<file path="config.mk">
export PLATFORM = sky130hd
export DESIGN_NAME = ad7606_ctrl
export DESIGN_NICKNAME = d
export VERILOG_FILES = /design/src/design/ad7606_pkg.sv /design/src/design/ad7606_ctrl.sv /design/src/design/chip_reset_gen.sv /design/src/design/conv_sequencer.sv /design/src/design/input_sync.sv /design/src/design/parallel_reader.sv
export SDC_FILE = /design/constraint.sdc
export NUM_CORES = 1
export LEC_CHECK = 0
export BUFFER_PORTS_ARGS = -buffer_cell sky130_fd_sc_hd__buf_2
export CORE_UTILIZATION = 30
export CTS_BUF_LIST = sky130_fd_sc_hd__clkbuf_8
export CTS_CLUSTER_DIAMETER = 50
export DETAILED_ROUTE_END_ITERATION = 16
export GPL_TIMING_DRIVEN = 0
export HOLD_SLACK_MARGIN = 0.03
export SLEW_MARGIN = 20
export SYNTH_ARGS = -nofsm -noshare
export SYNTH_HDL_FRONTEND = slang
export SYNTH_SLANG_ARGS = --single-unit
</file>
<file path="constraint.sdc">
create_clock -name usr_clk -period 2.77 [get_ports usr_clk]
set_input_delay 0.277 -clock usr_clk [delete_from_list [all_inputs] [get_ports usr_clk]]
set_output_delay 0.277 -clock usr_clk [all_outputs]
set_load 0.02 [all_outputs]
</file>
<file path="src/design/ad7606_pkg.sv">
// ******************************
// shared types for the ad7606 parallel controller.
// tick counts are 8 bits; keep timing parameters below 255 clocks.
// ******************************
`default_nettype none

package ad7606_pkg;

    localparam int num_channels = 8;                // v1..v8.

    typedef logic [15:0] sample_t;                  // one conversion word.
    typedef logic [3:0]  chan_idx_t;                // must reach 8 for end of read.
    typedef logic [7:0]  tick_t;                    // delay and timeout counts.

    typedef enum logic [2:0] {
        seq_idle, seq_convst_low, seq_busy_rise_wait, seq_busy_fall_wait, seq_reading
    } seq_state_t;

    typedef enum logic [2:0] {
        rd_idle, rd_high, rd_data_settle, rd_capture, rd_low_hold
    } read_state_t;

    typedef enum logic [1:0] {
        rst_pulse_start, rst_pulse_high, rst_done
    } rst_state_t;

    // ns to clock ticks, with two extra ticks of margin.
    function automatic int ns_to_ticks(input int t_ns, input int period_ns);
        return t_ns / period_ns + 2;
    endfunction

endpackage

`default_nettype wire

</file>
<file path="src/design/ad7606_ctrl.sv">
// ******************************
// parallel read mode only; range, os, par/ser and stby# are strapped on board.
// hold usr_trigger low until usr_reset_done is high.
// ******************************
`timescale 1ns/1ps
`default_nettype none

module ad7606_ctrl #(
    parameter int clk_period_ns     = 20,   // usr_clk period.
    parameter int t_reset_ns        = 50,   // reset pulse width.
    parameter int t1_ns             = 40,   // convst high to busy high.
    parameter int t2_ns             = 25,   // min convst low.
    parameter int t10_ns            = 25,   // rd# low time.
    parameter int t11_ns            = 15,   // rd# high time.
    parameter int t14_ns            = 25,   // rd# low to data valid.
    parameter int busy_max_ns       = 200,  // busy timeout.
    parameter int first_data_max_ns = 200   // firstdata timeout.
) (
    input  wire                   usr_clk,
    input  wire                   usr_rst,
    input  wire                   usr_trigger,
    output ad7606_pkg::sample_t   usr_channel [ad7606_pkg::num_channels],
    output logic                  usr_complete,
    output logic                  usr_error,
    output logic                  usr_sampling,
    output logic                  usr_reset_done,
    input  wire                   hw_busy,
    input  wire                   hw_first_data,
    input  wire ad7606_pkg::sample_t hw_data,
    output logic                  hw_convst,
    output logic                  hw_rd,
    output logic                  hw_cs,
    output logic                  hw_reset
);
    import ad7606_pkg::*;

    // ******************************
    // timing in clock ticks.
    // ******************************
    localparam tick_t t_reset_ticks   = tick_t'(ns_to_ticks(t_reset_ns, clk_period_ns));
    localparam tick_t t1_ticks        = tick_t'(ns_to_ticks(t1_ns, clk_period_ns));
    localparam tick_t t2_ticks        = tick_t'(ns_to_ticks(t2_ns, clk_period_ns));
    localparam tick_t t10_ticks       = tick_t'(ns_to_ticks(t10_ns, clk_period_ns));
    localparam tick_t t11_ticks       = tick_t'(ns_to_ticks(t11_ns, clk_period_ns));
    localparam tick_t t14_ticks       = tick_t'(ns_to_ticks(t14_ns, clk_period_ns));
    localparam tick_t busy_max_ticks  = tick_t'(ns_to_ticks(busy_max_ns, clk_period_ns));
    localparam tick_t fd_max_ticks    = tick_t'(ns_to_ticks(first_data_max_ns, clk_period_ns));

    logic trigger_rise;                     // one cycle pulse.
    logic busy_s;                           // synced busy.
    logic first_data_s;                     // synced firstdata.
    logic read_start;                       // sequencer to reader.
    logic read_done;                        // all words captured.
    logic read_err;                         // firstdata timeout.

    input_sync u_input_sync (
        .usr_clk, .usr_rst, .usr_trigger, .hw_busy, .hw_first_data,
        .trigger_rise, .busy_s, .first_data_s
    );

    chip_reset_gen #(.t_reset_ticks(t_reset_ticks)) u_chip_reset_gen (
        .usr_clk, .usr_rst, .hw_reset, .reset_done(usr_reset_done)
    );

    conv_sequencer #(
        .t1_ticks(t1_ticks), .t2_ticks(t2_ticks), .busy_max_ticks(busy_max_ticks)
    ) u_conv_sequencer (
        .usr_clk, .usr_rst, .trigger_rise, .reset_done(usr_reset_done), .busy_s,
        .read_done, .read_err, .hw_convst, .hw_cs, .read_start,
        .usr_complete, .usr_error, .usr_sampling
    );

    parallel_reader #(
        .t10_ticks(t10_ticks), .t11_ticks(t11_ticks), .t14_ticks(t14_ticks),
        .first_data_max_ticks(fd_max_ticks)
    ) u_parallel_reader (
        .usr_clk, .usr_rst, .read_start, .first_data_s, .hw_data,
        .hw_rd, .usr_channel, .read_done, .read_err
    );

endmodule

`default_nettype wire

</file>
<file path="src/design/chip_reset_gen.sv">
// ******************************
// one reset pulse of t_reset_ticks + 1 clocks per user reset.
// ******************************
`timescale 1ns/1ps
`default_nettype none

module chip_reset_gen #(
    parameter ad7606_pkg::tick_t t_reset_ticks = 8'd4
) (
    input  wire  usr_clk,
    input  wire  usr_rst,
    output logic hw_reset,
    output logic reset_done
);
    import ad7606_pkg::*;

    rst_state_t state;
    tick_t      cnt;                        // pulse width counter.

    always_ff @(posedge usr_clk or negedge usr_rst) begin
        if (!usr_rst) begin
            state      <= rst_pulse_start;
            cnt        <= '0;
            hw_reset   <= 1'b0;
            reset_done <= 1'b0;
        end else begin
            case (state)
                rst_pulse_start: begin
                    hw_reset <= 1'b1;       // pulse starts.
                    cnt      <= '0;
                    state    <= rst_pulse_high;
                end
                rst_pulse_high: begin
                    if (cnt >= t_reset_ticks) begin
                        hw_reset <= 1'b0;   // end of pulse.
                        state    <= rst_done;
                    end else begin
                        cnt <= cnt + tick_t'(1);
                    end
                end
                rst_done: reset_done <= 1'b1;    // held until next reset.
                default:  state <= rst_done;
            endcase
        end
    end

endmodule

`default_nettype wire

</file>
<file path="src/design/conv_sequencer.sv">
// ******************************
// triggers while a sample runs are dropped.
// owns cs# for the whole sample and the user status flags.
// ******************************
`timescale 1ns/1ps
`default_nettype none

module conv_sequencer #(
    parameter ad7606_pkg::tick_t t1_ticks       = 8'd4,
    parameter ad7606_pkg::tick_t t2_ticks       = 8'd3,
    parameter ad7606_pkg::tick_t busy_max_ticks = 8'd12
) (
    input  wire  usr_clk,
    input  wire  usr_rst,
    input  wire  trigger_rise,
    input  wire  reset_done,
    input  wire  busy_s,
    input  wire  read_done,
    input  wire  read_err,
    output logic hw_convst,
    output logic hw_cs,
    output logic read_start,
    output logic usr_complete,
    output logic usr_error,
    output logic usr_sampling
);
    import ad7606_pkg::*;

    seq_state_t state;
    tick_t      cnt;                        // delay and busy timeout.

    // ******************************
    // main sequence
    // ******************************
    always_ff @(posedge usr_clk or negedge usr_rst) begin
        if (!usr_rst) begin
            state        <= seq_idle;
            cnt          <= '0;
            hw_convst    <= 1'b1;
            hw_cs        <= 1'b1;
            read_start   <= 1'b0;
            usr_complete <= 1'b0;
            usr_error    <= 1'b0;
            usr_sampling <= 1'b0;
        end else begin
            read_start <= 1'b0;             // single cycle pulse.
            case (state)
                seq_idle: begin
                    if (trigger_rise && reset_done) begin
                        hw_cs        <= 1'b0;   // held low until sample ends.
                        hw_convst    <= 1'b0;   // start conversion.
                        usr_sampling <= 1'b1;
                        usr_complete <= 1'b0;
                        usr_error    <= 1'b0;
                        cnt          <= '0;
                        state        <= seq_convst_low;
                    end
                end
                seq_convst_low: begin
                    if (cnt >= t2_ticks) begin
                        hw_convst <= 1'b1;
                        cnt       <= '0;
                        state     <= seq_busy_rise_wait;
                    end else begin
                        cnt <= cnt + tick_t'(1);
                    end
                end
                seq_busy_rise_wait: begin
                    // give busy time to go high.
                    if (cnt >= t1_ticks) begin
                        cnt   <= '0;
                        state <= seq_busy_fall_wait;
                    end else begin
                        cnt <= cnt + tick_t'(1);
                    end
                end
                seq_busy_fall_wait: begin
                    if (!busy_s) begin
                        read_start <= 1'b1;     // conversion finished.
                        state      <= seq_reading;
                    end else if (cnt >= busy_max_ticks) begin
                        hw_cs        <= 1'b1;   // busy stuck.
                        usr_sampling <= 1'b0;
                        usr_complete <= 1'b1;
                        usr_error    <= 1'b1;
                        state        <= seq_idle;
                    end else begin
                        cnt <= cnt + tick_t'(1);
                    end
                end
                seq_reading: begin
                    if (read_done || read_err) begin
                        hw_cs        <= 1'b1;
                        usr_sampling <= 1'b0;
                        usr_complete <= 1'b1;
                        usr_error    <= read_err;
                        state        <= seq_idle;
                    end
                end
                default: state <= seq_idle;
            endcase
        end
    end

endmodule

`default_nettype wire

</file>
<file path="src/design/input_sync.sv">
// ******************************
// two flop synchronizers; all outputs lag their pins by two clocks.
// ******************************
`timescale 1ns/1ps
`default_nettype none

module input_sync (
    input  wire  usr_clk,
    input  wire  usr_rst,
    input  wire  usr_trigger,
    input  wire  hw_busy,
    input  wire  hw_first_data,
    output logic trigger_rise,
    output logic busy_s,
    output logic first_data_s
);
    logic [2:0] trig_hist;                  // [0] newest.
    logic [1:0] busy_sync;
    logic [1:0] fd_sync;

    always_ff @(posedge usr_clk or negedge usr_rst) begin
        if (!usr_rst) begin
            trig_hist <= 3'b000;
            busy_sync <= 2'b11;             // busy reads as converting.
            fd_sync   <= 2'b00;
        end else begin
            trig_hist <= {trig_hist[1:0], usr_trigger};
            busy_sync <= {busy_sync[0], hw_busy};
            fd_sync   <= {fd_sync[0], hw_first_data};
        end
    end

    assign trigger_rise = trig_hist[1] & ~trig_hist[2];    // rising edge.
    assign busy_s       = busy_sync[1];
    assign first_data_s = fd_sync[1];

endmodule

`default_nettype wire

</file>
<file path="src/design/parallel_reader.sv">
// ******************************
// reads num_channels words per read_start; firstdata needed on word 0.
// on a firstdata timeout no channel register changes.
// ******************************
`timescale 1ns/1ps
`default_nettype none

module parallel_reader #(
    parameter ad7606_pkg::tick_t t10_ticks            = 8'd3,
    parameter ad7606_pkg::tick_t t11_ticks            = 8'd2,
    parameter ad7606_pkg::tick_t t14_ticks            = 8'd3,
    parameter ad7606_pkg::tick_t first_data_max_ticks = 8'd12
) (
    input  wire                      usr_clk,
    input  wire                      usr_rst,
    input  wire                      read_start,
    input  wire                      first_data_s,
    input  wire ad7606_pkg::sample_t hw_data,
    output logic                     hw_rd,
    output ad7606_pkg::sample_t      usr_channel [ad7606_pkg::num_channels],
    output logic                     read_done,
    output logic                     read_err
);
    import ad7606_pkg::*;

    localparam int idx_w = $clog2(num_channels);   // register select width.

    read_state_t state;
    chan_idx_t   idx;                       // next channel to capture.
    tick_t       cnt;                       // strobe timing and timeout.

    // ******************************
    // rd# strobes and capture
    // ******************************
    always_ff @(posedge usr_clk or negedge usr_rst) begin
        if (!usr_rst) begin
            state       <= rd_idle;
            idx         <= '0;
            cnt         <= '0;
            hw_rd       <= 1'b1;
            read_done   <= 1'b0;
            read_err    <= 1'b0;
            usr_channel <= '{default: '0};
        end else begin
            read_done <= 1'b0;
            read_err  <= 1'b0;
            case (state)
                rd_idle: begin
                    if (read_start) begin
                        idx   <= '0;
                        cnt   <= '0;
                        hw_rd <= 1'b1;
                        state <= rd_high;
                    end
                end
                rd_high: begin
                    if (cnt >= t11_ticks - tick_t'(1)) begin
                        hw_rd <= 1'b0;      // falling edge, chip drives bus.
                        cnt   <= '0;
                        state <= rd_data_settle;
                    end else begin
                        cnt <= cnt + tick_t'(1);
                    end
                end
                rd_data_settle: begin
                    if (cnt >= t14_ticks - tick_t'(1)) begin
                        cnt   <= '0;
                        state <= rd_capture;
                    end else begin
                        cnt <= cnt + tick_t'(1);
                    end
                end
                rd_capture: begin
                    if (idx == '0 && !first_data_s) begin
                        // word 0 must carry firstdata.
                        if (cnt >= first_data_max_ticks) begin
                            read_err <= 1'b1;
                            hw_rd    <= 1'b1;
                            state    <= rd_idle;
                        end else begin
                            cnt <= cnt + tick_t'(1);
                        end
                    end else begin
                        usr_channel[idx[idx_w-1:0]] <= hw_data;
                        idx   <= idx + chan_idx_t'(1);
                        cnt   <= '0;
                        state <= rd_low_hold;
                    end
                end
                rd_low_hold: begin
                    if (cnt >= t10_ticks - tick_t'(1)) begin
                        hw_rd <= 1'b1;      // end of strobe.
                        cnt   <= '0;
                        if (idx == chan_idx_t'(num_channels)) begin
                            read_done <= 1'b1;
                            state     <= rd_idle;
                        end else begin
                            state <= rd_high;
                        end
                    end else begin
                        cnt <= cnt + tick_t'(1);
                    end
                end
                default: state <= rd_idle;
            endcase
        end
    end

endmodule

`default_nettype wire

</file>
After elaboration in Yosys (flattened, before gate mapping):

Cells that the tools add are included.

* shift-type cells: 0
* muxes and demuxes: 67
* equal/unequal tests: 30
* reduce and logical (&&, ||, !) cells: 29
* order comparisons: 9
* bitwise logic cells: 5
* multiply operators: 0
* $add $sub $neg: 4
* div/mod/pow operators: 0

Operators with widths (number)
* bitwise mux 128 bit: 1
* 2-to-1 mux 8 bit: 11
* case mux 8 bit (4 select lines): 2
* demux 16 bit (select 3 bit): 1
* 2-to-1 mux 3 bit: 12
* case mux 3 bit (5 select lines): 2
* 2-to-1 mux 1 bit: 25
* adder 8 x 1 -> 8 bit (second input constant): 3
* inequality test 2 x 1 -> 1 bit (second input constant): 11
* >= comparator 8 x 2 -> 1 bit (second input constant): 2
* >= comparator 8 x 3 -> 1 bit (second input constant): 2
* >= comparator 8 x 4 -> 1 bit (second input constant): 2
* 2-to-1 mux 16 bit: 1
* case mux 8 bit (2 select lines): 1
* AND reduction 5 bit: 3
* == test 3 x 2 -> 1 bit (second input constant): 4
* nonzero test 4 bit: 3
* inequality test 2 bit (second input constant): 5
* case mux 1 bit (3 select lines): 3
* AND reduction 3 bit: 3
* >= comparator 8 x 1 -> 1 bit (second input constant): 1
* 2-to-1 mux 4 bit: 2
* case mux 4 bit (2 select lines): 1
* AND reduction 2 bit: 4
* other kinds (28): 39

* output and inout bits: 136
* bits in writable memories: 0
* flip-flop bits (word level): 182
* memories kept: 0
* latch bits: 0
* memory bits (read-only): 0

Depth between registers and ports, before layout:

Gate-level depths: netlist of run 1.

* depth after elaboration: 6
* mapped depth: 9
* mapped depth without buffers: 7

Modules after synthesis:

Synthesis of run 1 repeated with hierarchy kept, for this count alone.

* cells, all modules: 540
* area total of the unflattened synthesis: 7485.9 um^2

Modules (own cells, without submodules)
* parallel_reader: sequential area each 3654.8 um^2, area each 5886.9 um^2, times used 1, cells an instance 398
* conv_sequencer: sequential area each 427.9 um^2, area each 920.9 um^2, times used 1, cells an instance 94
* chip_reset_gen: sequential area each 300.3 um^2, area each 486.7 um^2, times used 1, cells an instance 40
* input_sync: sequential area each 177.7 um^2, area each 191.4 um^2, times used 1, cells an instance 8

Least setup slack after synthesis of run 1:

No wires, ideal clock.

* path kind: register to register
* start: register u_parallel_reader.idx[0]
* end: register u_parallel_reader.usr_channel[70] (netlist name)
* cell stages (with the launch flop): 10
* library setup time: 0.125 ns
* clock period less this slack: 2.341 ns
* arrival time: 2.216 ns
* setup slack: 0.429 ns
* cells stage by stage: dfrtp_1 clkbuf_1 inv_1 ha_1 nor4b_4 nor3_2 and3_1 buf_2 buf_6 mux2_2

* longest elaborated chain between the ends: 6

Ends and longest elaborated chain
* start, declared: RTL line parallel_reader.sv:29 `chan_idx_t idx;`
* start signal, assigned: RTL line parallel_reader.sv:85 `idx <= idx + chan_idx_t'(1);`
* inverter 3 -> 4 bit (not written as such): RTL line parallel_reader.sv:84 `usr_channel[idx[idx_w-1:0]] <= hw_data;`
* >= comparator 4 bit (not written as such) or < comparator 4 x 1 -> 1 bit (tied branches): RTL line parallel_reader.sv:84
* logical AND 1 bit (not written as such): RTL line parallel_reader.sv:84
* 2-to-1 mux 16 bit (not written as such): RTL line parallel_reader.sv:84
* demux 16 bit (select 3 bit): RTL line parallel_reader.sv:84
* bitwise mux 128 bit: RTL line parallel_reader.sv:84
* end signal, assigned by index: RTL line parallel_reader.sv:84
* end, declared: RTL line parallel_reader.sv:20 `output ad7606_pkg::sample_t usr_channel [ad7606_pkg::num_channels],`

Several ways; a longest one is shown, not always the timed one.
A chain may end at the register's enable or synchronous reset.

Worst setup path after layout of run 1:

* start: register u_parallel_reader.state[2]
* end: register u_parallel_reader.usr_channel[6] (netlist name)

* longest elaborated chain between the ends: 2

Ends and longest elaborated chain
* start, declared: RTL line parallel_reader.sv:28 `read_state_t state;`
* start signal, assigned: RTL line parallel_reader.sv:37 `state <= rd_idle;`
* start signal, assigned: RTL line parallel_reader.sv:53 `state <= rd_high;`
* start signal, assigned: RTL line parallel_reader.sv:60 `state <= rd_data_settle;`
* == test 3 x 2 -> 1 bit: RTL line parallel_reader.sv:47 `case (state)`
* AND reduction 2 bit (no source line)

Every way passes these cells.

==> impl_results.md, run 1 <==
* Result of the run: completed
* Tmin final at 2.62 ns
* Combined flip-flop and latch cell area at 4560 µm²
* Post-synthesis instance area at 7420 µm²
* Worst slew margin at 35.3%
* Final weighted congestion in routability-driven placement at 0.772
* Cell internal power dissipation at 4.97 mW
* Num CTS Buffers at 17
* Synth warnings at 0
* Count of state elements after synthesis at 182
* Startpoint of the worst register-to-register path: u_parallel_reader.state[2]
* Period Utilization, post-route at 94.5%
* Total wirelength of the detailed-routed design at 17.6 mm
* Worst min-delay path startpoint: hw_data[8]
* Sequential group share of total power at 43.4%
* Largest net degree at the start of global routing at 76
* Distinct cells, synth at 57
* Gate count after technology mapping at 538
* Number of buffers inserted to repair setup after CTS at 0
* First-pass GRT wire length at 28.7 mm
* Multi-input combinational cell area at 2720 µm²
* Actual transition at the worst max-transition pin at 0.967 ns
* Peak clock frequency supported by timing at 382 MHz
* Proportion of synthesized flip-flops having asynchronous set or reset at 100%
* Total number of vias at 4,913
* Clock-pin slew of the registers on the worst-case setup and hold paths at 0.10 ns
* Post-synth EDFFs at 0
* DP Wirelength at 12.3 mm
* N_diodes at 0
* GRT Util Overall at 14.6%
* Remaining DRCs at 0
* Most common cell after layout, fill and taps aside: sky130_fd_sc_hd__dfrtp_1
* Antenna violations before repair at 0
* Pwr Density at 888 nW/µm²
* Place WS at -0.00640 ns
* Filler cell count in the final layout at 2,409
* Setup Total Neg Slack at 0 ns
* Number of nets in the final layout at 748
* Sw Share at 38.4%
* Worst setup SP type: register
* Crit-path max FO at 10
* Final Max Slew Viols at 0
* Worst Setup EP: u_parallel_reader.usr_channel[6]
* Data required, critical path at 3.12 ns
* H-tree levels at 4
* Leading register cell type out of synthesis: sky130_fd_sc_hd__dfrtp_1
* Number of placement rows at 57
* Peak ir drop on the vdd network at 0.482 mV
* Bufs on Longest Clock Path at 2
* Initial core utilization at 30.5%
* IO Port Bufs at 156
* Height of the die at 159 µm
* Antenna Violating Nets Remaining at 0
* Worst r2r dst: u_parallel_reader.usr_channel[6]
* Clock share of power at 21.4%
* Worst clock skew at 0.0205 ns
* Share of the yosys chip area belonging to registers at 61.5%
* Number of global-route vias before repair at 5,125
* Logic gate share of total power at 35.2%
* Final design area excluding fillers at 9090 µm²
* Number of DRC violations after detailed-routing iteration 0 at 231
* Final count of hold timing violations at 0
* Fraction of layout instances using a drive strength above 1 at 48.2%
* Max-cap check violation count at 0
* Highest-count cells in the layout ignoring fill and taps: sky130_fd_sc_hd__dfrtp_1 (177), sky130_fd_sc_hd__buf_2 (164), sky130_fd_sc_hd__mux2_2 (128)
* Critical path start-end classification: register to register
* Pre-Repair DR Iteration Count at 4
* R2R Setup Slk at 0.15 ns
* I/O pin count at 157
* Area overhead of the layout relative to synthesis at 22.5%
* Net Switching at 3.10 mW
* Clock network latency to the later pin of the worst-skew pair at 0.47 ns
* Average footprint of a synthesized cell at 13.8 µm²
* Die Area at 25,400 µm²
* Post-synth net total at 568
* GRT overflow at 0
* TritonCTS clock tree: done
* Post-route worst setup slack at 0.153 ns
* Pleak at 4.45 nW
* Final number of setup-violating endpoints at 0
* Core Footprint at 24,300 µm²
* RSZ-0062 raised after global routing: no
* Average via count per standard cell at 4.66
* Clock tree root driver cell: sky130_fd_sc_hd__clkbuf_8
* Die width at 159 µm
* Worst setup path startpoint: u_parallel_reader.state[2]
* Tightest Hold Check Type: primary input to register
* Worst-case reg-to-reg path depth at 4
* Placed cell area at 8670 µm²
* Kind of capture point of the worst setup path: register
* Avg WL per Cell at 16.6 µm
* WP data arrival at 2.97 ns
* Number of sinks on the clock net at 182
stage by stage:
step / std cells / util (%) / hold WS (ns) / power, mW
after floorplan: 538 / - / -0.0186 / 5.45
after global placement: 1018 / 35.4 / 0.337 / 6.36
after detailed placement: 1020 / 35.7 / 0.232 / 6.42
after CTS: 1056 / 37.4 / 0.124 / 8.18
after global routing: 1055 / 37.4 / 0.129 / 8.62
final: 1055 / 37.4 / 0.151 / 8.07
flip-flops by register name (all words and copies together) (netlist names), 2 cells and up:
name / cells
u_input_sync.fd_sync: 2
u_chip_reset_gen.state: 2
u_chip_reset_gen.cnt: 8
u_parallel_reader.state: 3
u_parallel_reader.idx: 4
u_parallel_reader.cnt: 8
u_conv_sequencer.state: 3
u_input_sync.trig_hist: 3
u_conv_sequencer.cnt: 8
u_input_sync.busy_sync: 2
u_parallel_reader.usr_channel: 128
area by class of cell:
cell class / count / area share, %
clock buffers: 17 / 2.57
repair buffers: 162 / 9.75
plain buffers: 17 / 0.991
multi-input cells: 324 / 29.9
inverters: 14 / 0.578
flip-flops and latches: 182 / 50.2
well taps: 324 / 4.46
clock inverters: 15 / 1.51
Yosys cell counts (all sizes together), types with 4 or more instances:
library cell / count / share of area, %
inv: 13 / 0.66
mux2: 128 / 19
o21ai: 19 / 1.3
nor3: 11 / 0.94
a211oi: 4 / 0.57
buf: 12 / 0.93
nor4: 5 / 0.62
a31oi: 6 / 0.51
nand3: 13 / 1.1
a21oi: 14 / 0.94
dfstp: 5 / 1.8
xnor2: 4 / 0.47
dfrtp: 177 / 60
nor2b: 7 / 0.59
ha: 9 / 1.5
nand2: 21 / 1.1
nor2: 31 / 1.6
clkbuf: 6 / 0.30
worst min path at each step:
stage,endpoint,slack (ns),cells past startpoint
floorplan,u_chip_reset_gen.cnt[0],-0.02,0
CTS,u_parallel_reader.usr_channel[109],0.12,2
finish,u_parallel_reader.usr_channel[24],0.15,2
detailed placement,u_chip_reset_gen.cnt[1],0.23,1
global route,u_parallel_reader.usr_channel[109],0.13,2
global placement,u_input_sync.fd_sync[1],0.34,0
layer usage:
metal,part of all wire (%),GRT usage (%),wire (µm),up-vias
met5,0,0,0,-
met4,1.6,4.24,282,0
met3,6.0,5.05,1060,17
met2,46,22.8,8040,131
met1,47,19.3,8190,2478
li1,-,-,-,2287
power by group through the flow:
stage	sequential [mW]	combinational [mW]	clock [mW]
after floorplan	4.07	1.38	0
after global placement	3.52	2.84	0
after detailed placement	3.54	2.88	0
after CTS	3.49	2.89	1.80
after global routing	3.58	3.13	1.90
final	3.50	2.84	1.72
critical path: stages (launching register included):
cell	delay [ns]
sky130_fd_sc_hd__dfrtp_1	0.44
sky130_fd_sc_hd__nand3b_1	0.38
sky130_fd_sc_hd__nor2_1	0.84
sky130_fd_sc_hd__buf_2	0.45
sky130_fd_sc_hd__mux2_2	0.38
what timing repair did:
item                                   4_1_cts  5_1_grt
setup endpoints to repair                   10       40
hold buffers                                 4        0
endpoints found under the hold margin       56        0
pin swaps                                    0        0
gates resized for setup                      1        1
cells by family (layout without fill, tap and decap cells):
logic type               Yosys count  in the layout  share of synthesized area [%]
adder cells (fa/ha/maj)            9              9                           1.52
multiplexers                     128            128                           19.4
XOR/XNOR                           4              4                          0.472
AND/OR/NAND/NOR                  114            114                           8.92
flip-flops                       182            182                           61.5
buffers and inverters             32            225                           1.94
AO/OA/AOI/OAI                     69             69                           6.26
Power figures use the tool's default switching activity.
==> run 2: changes to the inputs <==
- CORE_MARGIN: not set -> 2
- GPL_ROUTABILITY_DRIVEN: not set -> 0
- SYNTH_HIERARCHICAL: not set -> 1
==> impl_results.md, run 2 <==
* Critical path start-end classification: register to register
* Proportion of synthesized flip-flops having asynchronous set or reset at 100%
* Worst clock skew at 0.0196 ns
* Average footprint of a synthesized cell at 13.9 µm²
* Bufs on Longest Clock Path at 2
* Leading register cell type out of synthesis: sky130_fd_sc_hd__dfrtp_1
* Multiplexer share of the synthesized area at 19.7%
* Area overhead of the layout relative to synthesis at 23.1%
* Max reg flops at 128
* IO Port Bufs at 156
* Delay of the slowest cell on the worst path at 0.51 ns
* Xor/xnor share of the synthesized area at 0.351%
* Average via count per standard cell at 4.72
* Peak clock frequency supported by timing at 379 MHz
* Avg WL per Cell at 17.1 µm
* Largest family of logic cells by synthesized area: multiplexers
* Top cell types by occurrence after synthesis: sky130_fd_sc_hd__dfrtp_1 (177), sky130_fd_sc_hd__mux2_2 (129), sky130_fd_sc_hd__inv_1 (24)
* WP data arrival at 2.96 ns
* Post-synth net total at 570
* DP Wirelength at 12.6 mm
* Pleak at 4.66 nW
* Die width at 162 µm
* Initial core utilization at 30.7%
* Period Utilization, post-route at 95.1%
* Basic-gate share of the synthesized area counting and, or, nand and nor cells at 8.22%
* Placed cell area at 8740 µm²
* Number of sinks on the clock net at 182
* Top register by number of flip-flops: u_parallel_reader/usr_channel
* Actual transition at the worst max-transition pin at 0.824 ns
* Clock network latency to the later pin of the worst-skew pair at 0.46 ns
* Most common cell after layout, fill and taps aside: sky130_fd_sc_hd__dfrtp_1
* Total chip power at 8.35 mW
* Final non-filler cell total at 1,063
* Final design area excluding fillers at 9210 µm²
* Post-synthesis share of cell area spent on full adders, half adders and majority gates at 1.50%
* Share of the yosys chip area belonging to registers at 60.9%
* GRT overflow at 0
* Pre-Repair DR Iteration Count at 4
* Number of global-route vias before repair at 5,079
* Synth top area cells: sky130_fd_sc_hd__dfrtp_1 (59%), sky130_fd_sc_hd__mux2_2 (19%), sky130_fd_sc_hd__dfstp_2 (1.8%)
* H-tree levels at 4
* Ordered list of cells on the worst path: inv_1 > ha_1 > or4b_1 > buf_2 > nand2_2 > nor3_4 > clkbuf_4 > mux2_2
* Count of state elements after synthesis at 182
* Data required, critical path at 3.10 ns
* Peak ir drop on the vdd network at 0.353 mV
* Library cell with the largest summed area after synthesis: sky130_fd_sc_hd__dfrtp_1
* Cell family contributing the most delay on the critical path: buffers and inverters
* Largest net degree at the start of global routing at 84
* Most numerous cell in the Yosys netlist: sky130_fd_sc_hd__dfrtp_1
* Highest-count cells in the layout ignoring fill and taps: sky130_fd_sc_hd__dfrtp_1 (177), sky130_fd_sc_hd__buf_2 (164), sky130_fd_sc_hd__mux2_2 (129)
* Distinct cells, synth at 62
* Post-synth EDFFs at 0
* Clock tree root driver cell: sky130_fd_sc_hd__clkbuf_8
* Antenna violations before repair at 1
* Result of the run: completed
* Filler cell count in the final layout at 2,419
* Total wirelength of the detailed-routed design at 18.2 mm
* Number of DRC violations after detailed-routing iteration 0 at 170
* Final number of setup-violating endpoints at 0
* RSZ-0062 raised after global routing: no
* Portion of synthesized cell area occupied by the leading cell type at 59.2%
* I/O pin count at 157
* Number of placement rows at 57
* Pwr Density at 906 nW/µm²
* Tightest Hold Check Type: primary input to register
* GRT Util Overall at 14.0%
* Crit-path max FO at 10
* Remaining DRCs at 0
* Count of placed standard cells including taps at 1,022
* Final Max Slew Viols at 0
* Fraction of layout instances using a drive strength above 1 at 48.8%
* Core Footprint at 24,400 µm²
* TritonCTS clock tree: done
* Worst path slowest cell: sky130_fd_sc_hd__dfrtp_1
* Final count of hold timing violations at 0
* Clock-pin slew of the registers on the worst-case setup and hold paths at 0.10 ns
* First-pass GRT wire length at 28.7 mm
* Post-synthesis instance area at 7490 µm²
* Height of the die at 162 µm
* Number of nets in the final layout at 755
* Kind of capture point of the worst setup path: register
* Worst slew margin at 45.1%
* Gate count after technology mapping at 540
* Num CTS Buffers at 17
* Synth warnings at 6
* Synth Area in Compound Gates at 6.92%
* Tmin final at 2.64 ns
* Max-cap check violation count at 0
* Total number of vias at 5,021
* Worst setup SP type: register
* Die Area at 26,200 µm²
* Number of buffers and inverters on the critical path at 3
* Antenna Violating Nets Remaining at 0
==> run 2: cell count changes after synthesis, sizes merged, moves of 3 or more <==
| cell | previous run | this run |
|---|---|---|
| nor2 | 31 | 18 |
| inv | 13 | 24 |
| a21oi | 14 | 21 |
| nand3 | 13 | 7 |
| nor3 | 11 | 15 |
| o21ai | 19 | 15 |
| o31ai | 2 | 6 |
| a22oi | 3 | 0 |
| nand2 | 21 | 18 |
| nand4 | 1 | 4 |
| or4 | 2 | 5 |
| xnor2 | 4 | 1 |
==> run 2: worst paths after layout <==
check | from | to | slack (ns) | cells past startpoint
hold reg to reg | u_input_sync/busy_sync[0] | u_input_sync/busy_sync[1] | 0.36 | 0
max in group asynchronous | usr_rst | u_parallel_reader/usr_channel[52] | 1.45 | 4
hold / removal | hw_data[10] | u_parallel_reader/usr_channel[122] | 0.14 | 2
min in group asynchronous | usr_rst | u_parallel_reader/usr_channel[60] | 0.26 | 2
setup / recovery | u_parallel_reader/idx[0] | u_parallel_reader/usr_channel[103] | 0.13 | 8
setup reg to reg | u_parallel_reader/idx[0] | u_parallel_reader/usr_channel[103] | 0.13 | 8
==> run 2: cell families (layout without fill, tap and decap cells) <==
family,count (synthesis),after routing
muxes,131,131
adders and majority gates,9,9
buffers and inverters,42,240
xor gates and xnor gates,3,3
AOI/OAI and AO/OA,75,75
other,0,1
DFF,182,182
and+or+nand+nor,98,98
==> run 2: repair_timing <==
action | CTS | global route
pin swaps | 2 | 3
hold buffers | 4 | 0
buffers inserted | 1 | 3
endpoints found under the setup margin | 40 | 40
hold endpoints to repair | 50 | 0
resized for setup | 4 | 3
==> run 2: metal layers <==
layer	global-route usage [%]	share of wire, %	wire length (µm)	vias up
met5	0	0	0	-
met4	4.71	1.8	335	0
met3	4.14	5.3	963	20
met2	21.8	46	8440	117
met1	18.8	46	8440	2561
li1	-	-	-	2323
==> run 2: cell type report <==
cell class | count | area, µm² | share of cell area (%)
antenna | 1 | 2.50 | 0.0272
buffer | 18 | 97.6 | 1.06
clock buffer | 18 | 248 | 2.69
clock inverter | 14 | 126 | 1.37
inverter | 24 | 90.1 | 0.978
multi-input combinational | 316 | 2770 | 30.0
sequential | 182 | 4560 | 49.5
tap | 324 | 405 | 4.40
timing repair buffer | 166 | 916 | 9.94
==> run 2: where the power goes <==
part	internal, mW	switching, mW	total (mW)
clock network	0.745	0.990	1.73
registers	3.26	0.366	3.62
logic	1.17	1.82	2.99
==> run 2: per-stage QoR <==
stage / util (%) / setup WS, ns / TNS, ns / hold slack, ns
after floorplan: - / 0.480 / 0 / -0.0186
after global routing: 37.8 / 0.00355 / 0 / 0.122
final: 37.8 / 0.135 / 0 / 0.145
after global placement: 35.6 / -1.67 / -296.66 / 0.337
after detailed placement: 35.8 / -0.191 / -5.39 / 0.168
after CTS: 37.6 / 0.0142 / 0 / 0.109
==> run 2: worst reg2reg max path, delay by kind of cell (launching register included) <==
| kind | cells | cell delay, ns |
|---|---|---|
| flops | 1 | 0.51 |
| mux | 1 | 0.37 |
| fa+ha+maj | 1 | 0.24 |
| buf+inv | 3 | 0.71 |
| simple gates | 3 | 0.70 |
==> run 3: changes to the inputs <==
- CORE_UTILIZATION: 30 -> 25
==> impl_results.md, run 3 (synthesis gave the netlist of run 2 again) <==
* Result of the run: completed
* Remaining DRCs at 0
* Avg WL per Cell at 16.3 µm
* Max-cap check violation count at 0
* Bufs on Longest Clock Path at 2
* Number of placement rows at 63
* Worst clock skew at 0.0280 ns
* Highest-count cells in the layout ignoring fill and taps: sky130_fd_sc_hd__dfrtp_1 (177), sky130_fd_sc_hd__buf_2 (164), sky130_fd_sc_hd__mux2_2 (129)
* Worst-case reg-to-reg path depth at 9
* Place WS at -0.242 ns
* Number of global-route vias before repair at 4,941
* H-tree levels at 4
* Worst setup SP type: register
* Area overhead of the layout relative to synthesis at 24.6%
* R2R Setup Slk at 0.20 ns
* Dominant cell type by count on the critical path: sky130_fd_sc_hd__buf_2
* Post-route worst setup slack at 0.198 ns
* Ordered list of cells on the worst path: inv_1 > ha_1 > or4b_1 > buf_2 > nand2_2 > nor4_4 > buf_4 > buf_2 > mux2_2
* Final count of hold timing violations at 0
* Fraction of layout instances using a drive strength above 1 at 49.4%
* Most common cell after layout, fill and taps aside: sky130_fd_sc_hd__dfrtp_1
* Actual transition at the worst max-transition pin at 0.800 ns
* GRT overflow at 0
* I/O pin count at 157
* Die width at 177 µm
* Pre-Repair DR Iteration Count at 4
* Tightest Hold Check Type: primary input to register
* Critical path start-end classification: register to register
* Min Hold Slack at 0.126 ns
* Final number of setup-violating endpoints at 0
* Highest signal layer in the routed design: met4
* Worst r2r dst: u_parallel_reader/usr_channel[125]
* Startpoint of the worst register-to-register path: u_parallel_reader/idx[0]
* Crit-path max FO at 10
* Kind of capture point of the worst setup path: register
* GRT Util Overall at 12.0%
* Final non-filler cell total at 1,131
* Pleak at 4.68 nW
* Num CTS Buffers at 17
* Pwr Density at 906 nW/µm²
* Worst setup path startpoint: u_parallel_reader/idx[0]
* Fraction of the core area covered by cells at the end of the flow at 31.6%
* Total chip power at 8.45 mW
* Antenna violations before repair at 0
* RSZ-0062 raised after global routing: no
* Height of the die at 177 µm
* Number of stages on the worst hold path at 2
* Worst path slowest cell: sky130_fd_sc_hd__dfrtp_1
* Die Area at 31,300 µm²
* Core Footprint at 29,600 µm²
* Largest net degree at the start of global routing at 93
* Top register by number of flip-flops: u_parallel_reader/usr_channel
* Peak ir drop on the vdd network at 0.314 mV
* Filler cell count in the final layout at 2,986
* TritonCTS clock tree: done
* Total wirelength of the detailed-routed design at 18.4 mm
* Number of sinks on the clock net at 182
* Data required, critical path at 3.14 ns
* Count of placed standard cells including taps at 1,087
* Sink of the worst hold path: u_parallel_reader/usr_channel[50]
* First-pass GRT wire length at 28.7 mm
* Clock network latency to the later pin of the worst-skew pair at 0.49 ns
* Max reg flops at 128
* Tmin final at 2.57 ns
* Final Max Slew Viols at 0
* Post-Route M1 WL at 8.18 mm
* Worst min-delay path startpoint: hw_data[2]
* Met2 routed wirelength at 8.71 mm
* WP data arrival at 2.94 ns
* Total number of vias at 5,049
* Clock tree root driver cell: sky130_fd_sc_hd__clkbuf_8
* Worst slew margin at 46.7%
* Delay of the slowest cell on the worst path at 0.49 ns
* DP Wirelength at 12.5 mm
* Average via count per standard cell at 4.46
* Peak clock frequency supported by timing at 389 MHz
* Antenna Violating Nets Remaining at 0
* Period Utilization, post-route at 92.8%
* Number of DRC violations after detailed-routing iteration 0 at 192
* Routed length on met3 at 1.14 mm
* N_diodes at 0
* Number of nets in the final layout at 758
* Clock-pin slew of the registers on the worst-case setup and hold paths at 0.12 ns
* IO Port Bufs at 156
* Initial core utilization at 25.3%
## run 3: report_power, final
group          internal (mW)  total [mW]  switching [mW]
Sequential              3.25        3.61           0.357
Combinational           1.17        3.01            1.84
Clock                  0.689        1.83            1.14
## run 3: stage by stage
stage | setup TNS (ns) | instance area [µm²]
3_5_place_dp | -6.09 | 8790
2_1_floorplan | 0 | 7490
4_1_cts | -3.40 | 9270
6_report | 0 | 9330
5_1_grt | 0 | 9330
3_3_place_gp | -296.13 | 8750
## run 3: how the worst max path moves through the flow
stage	to	slack [ns]
after floorplan	u_parallel_reader/usr_channel[69]	0.48
after global placement	u_parallel_reader/usr_channel[48]	-1.66
after detailed placement	u_parallel_reader/usr_channel[70]	-0.24
after CTS	u_parallel_reader/usr_channel[86]	-0.19
after global routing	u_parallel_reader/usr_channel[30]	0.04
final	u_parallel_reader/usr_channel[125]	0.20
## run 3: final cells by class
| type | instances | area [µm²] | share of cell area (%) |
|---|---|---|---|
| clock buffer | 17 | 234 | 2.51 |
| buffer | 18 | 97.6 | 1.05 |
| sequential | 182 | 4560 | 48.9 |
| clock inverter | 15 | 173 | 1.85 |
| inverter | 24 | 90.1 | 0.966 |
| timing repair buffer | 169 | 918 | 9.85 |
| tap | 390 | 488 | 5.23 |
| multi-input combinational | 316 | 2770 | 29.7 |
## run 3: what timing repair did
item	CTS	global route
endpoints found under the setup margin	42	30
gates resized for setup	3	4
hold endpoints to repair	89	0
setup buffers	2	6
pin swaps	0	3
hold buffers	4	0
## run 3: critical path: cells and delay by family (launching register included)
family	cells	cell delay, ns
and+or+nand+nor	3	0.52
DFF	1	0.49
muxes	1	0.38
adders and majority gates	1	0.24
buffers and inverters	4	0.84
## run 3: metal layers
metal	up-vias	global-route usage, %
met5	-	0
met4	0	4.75
met3	25	3.93
met2	135	18.5
met1	2552	15.6
li1	2337	-
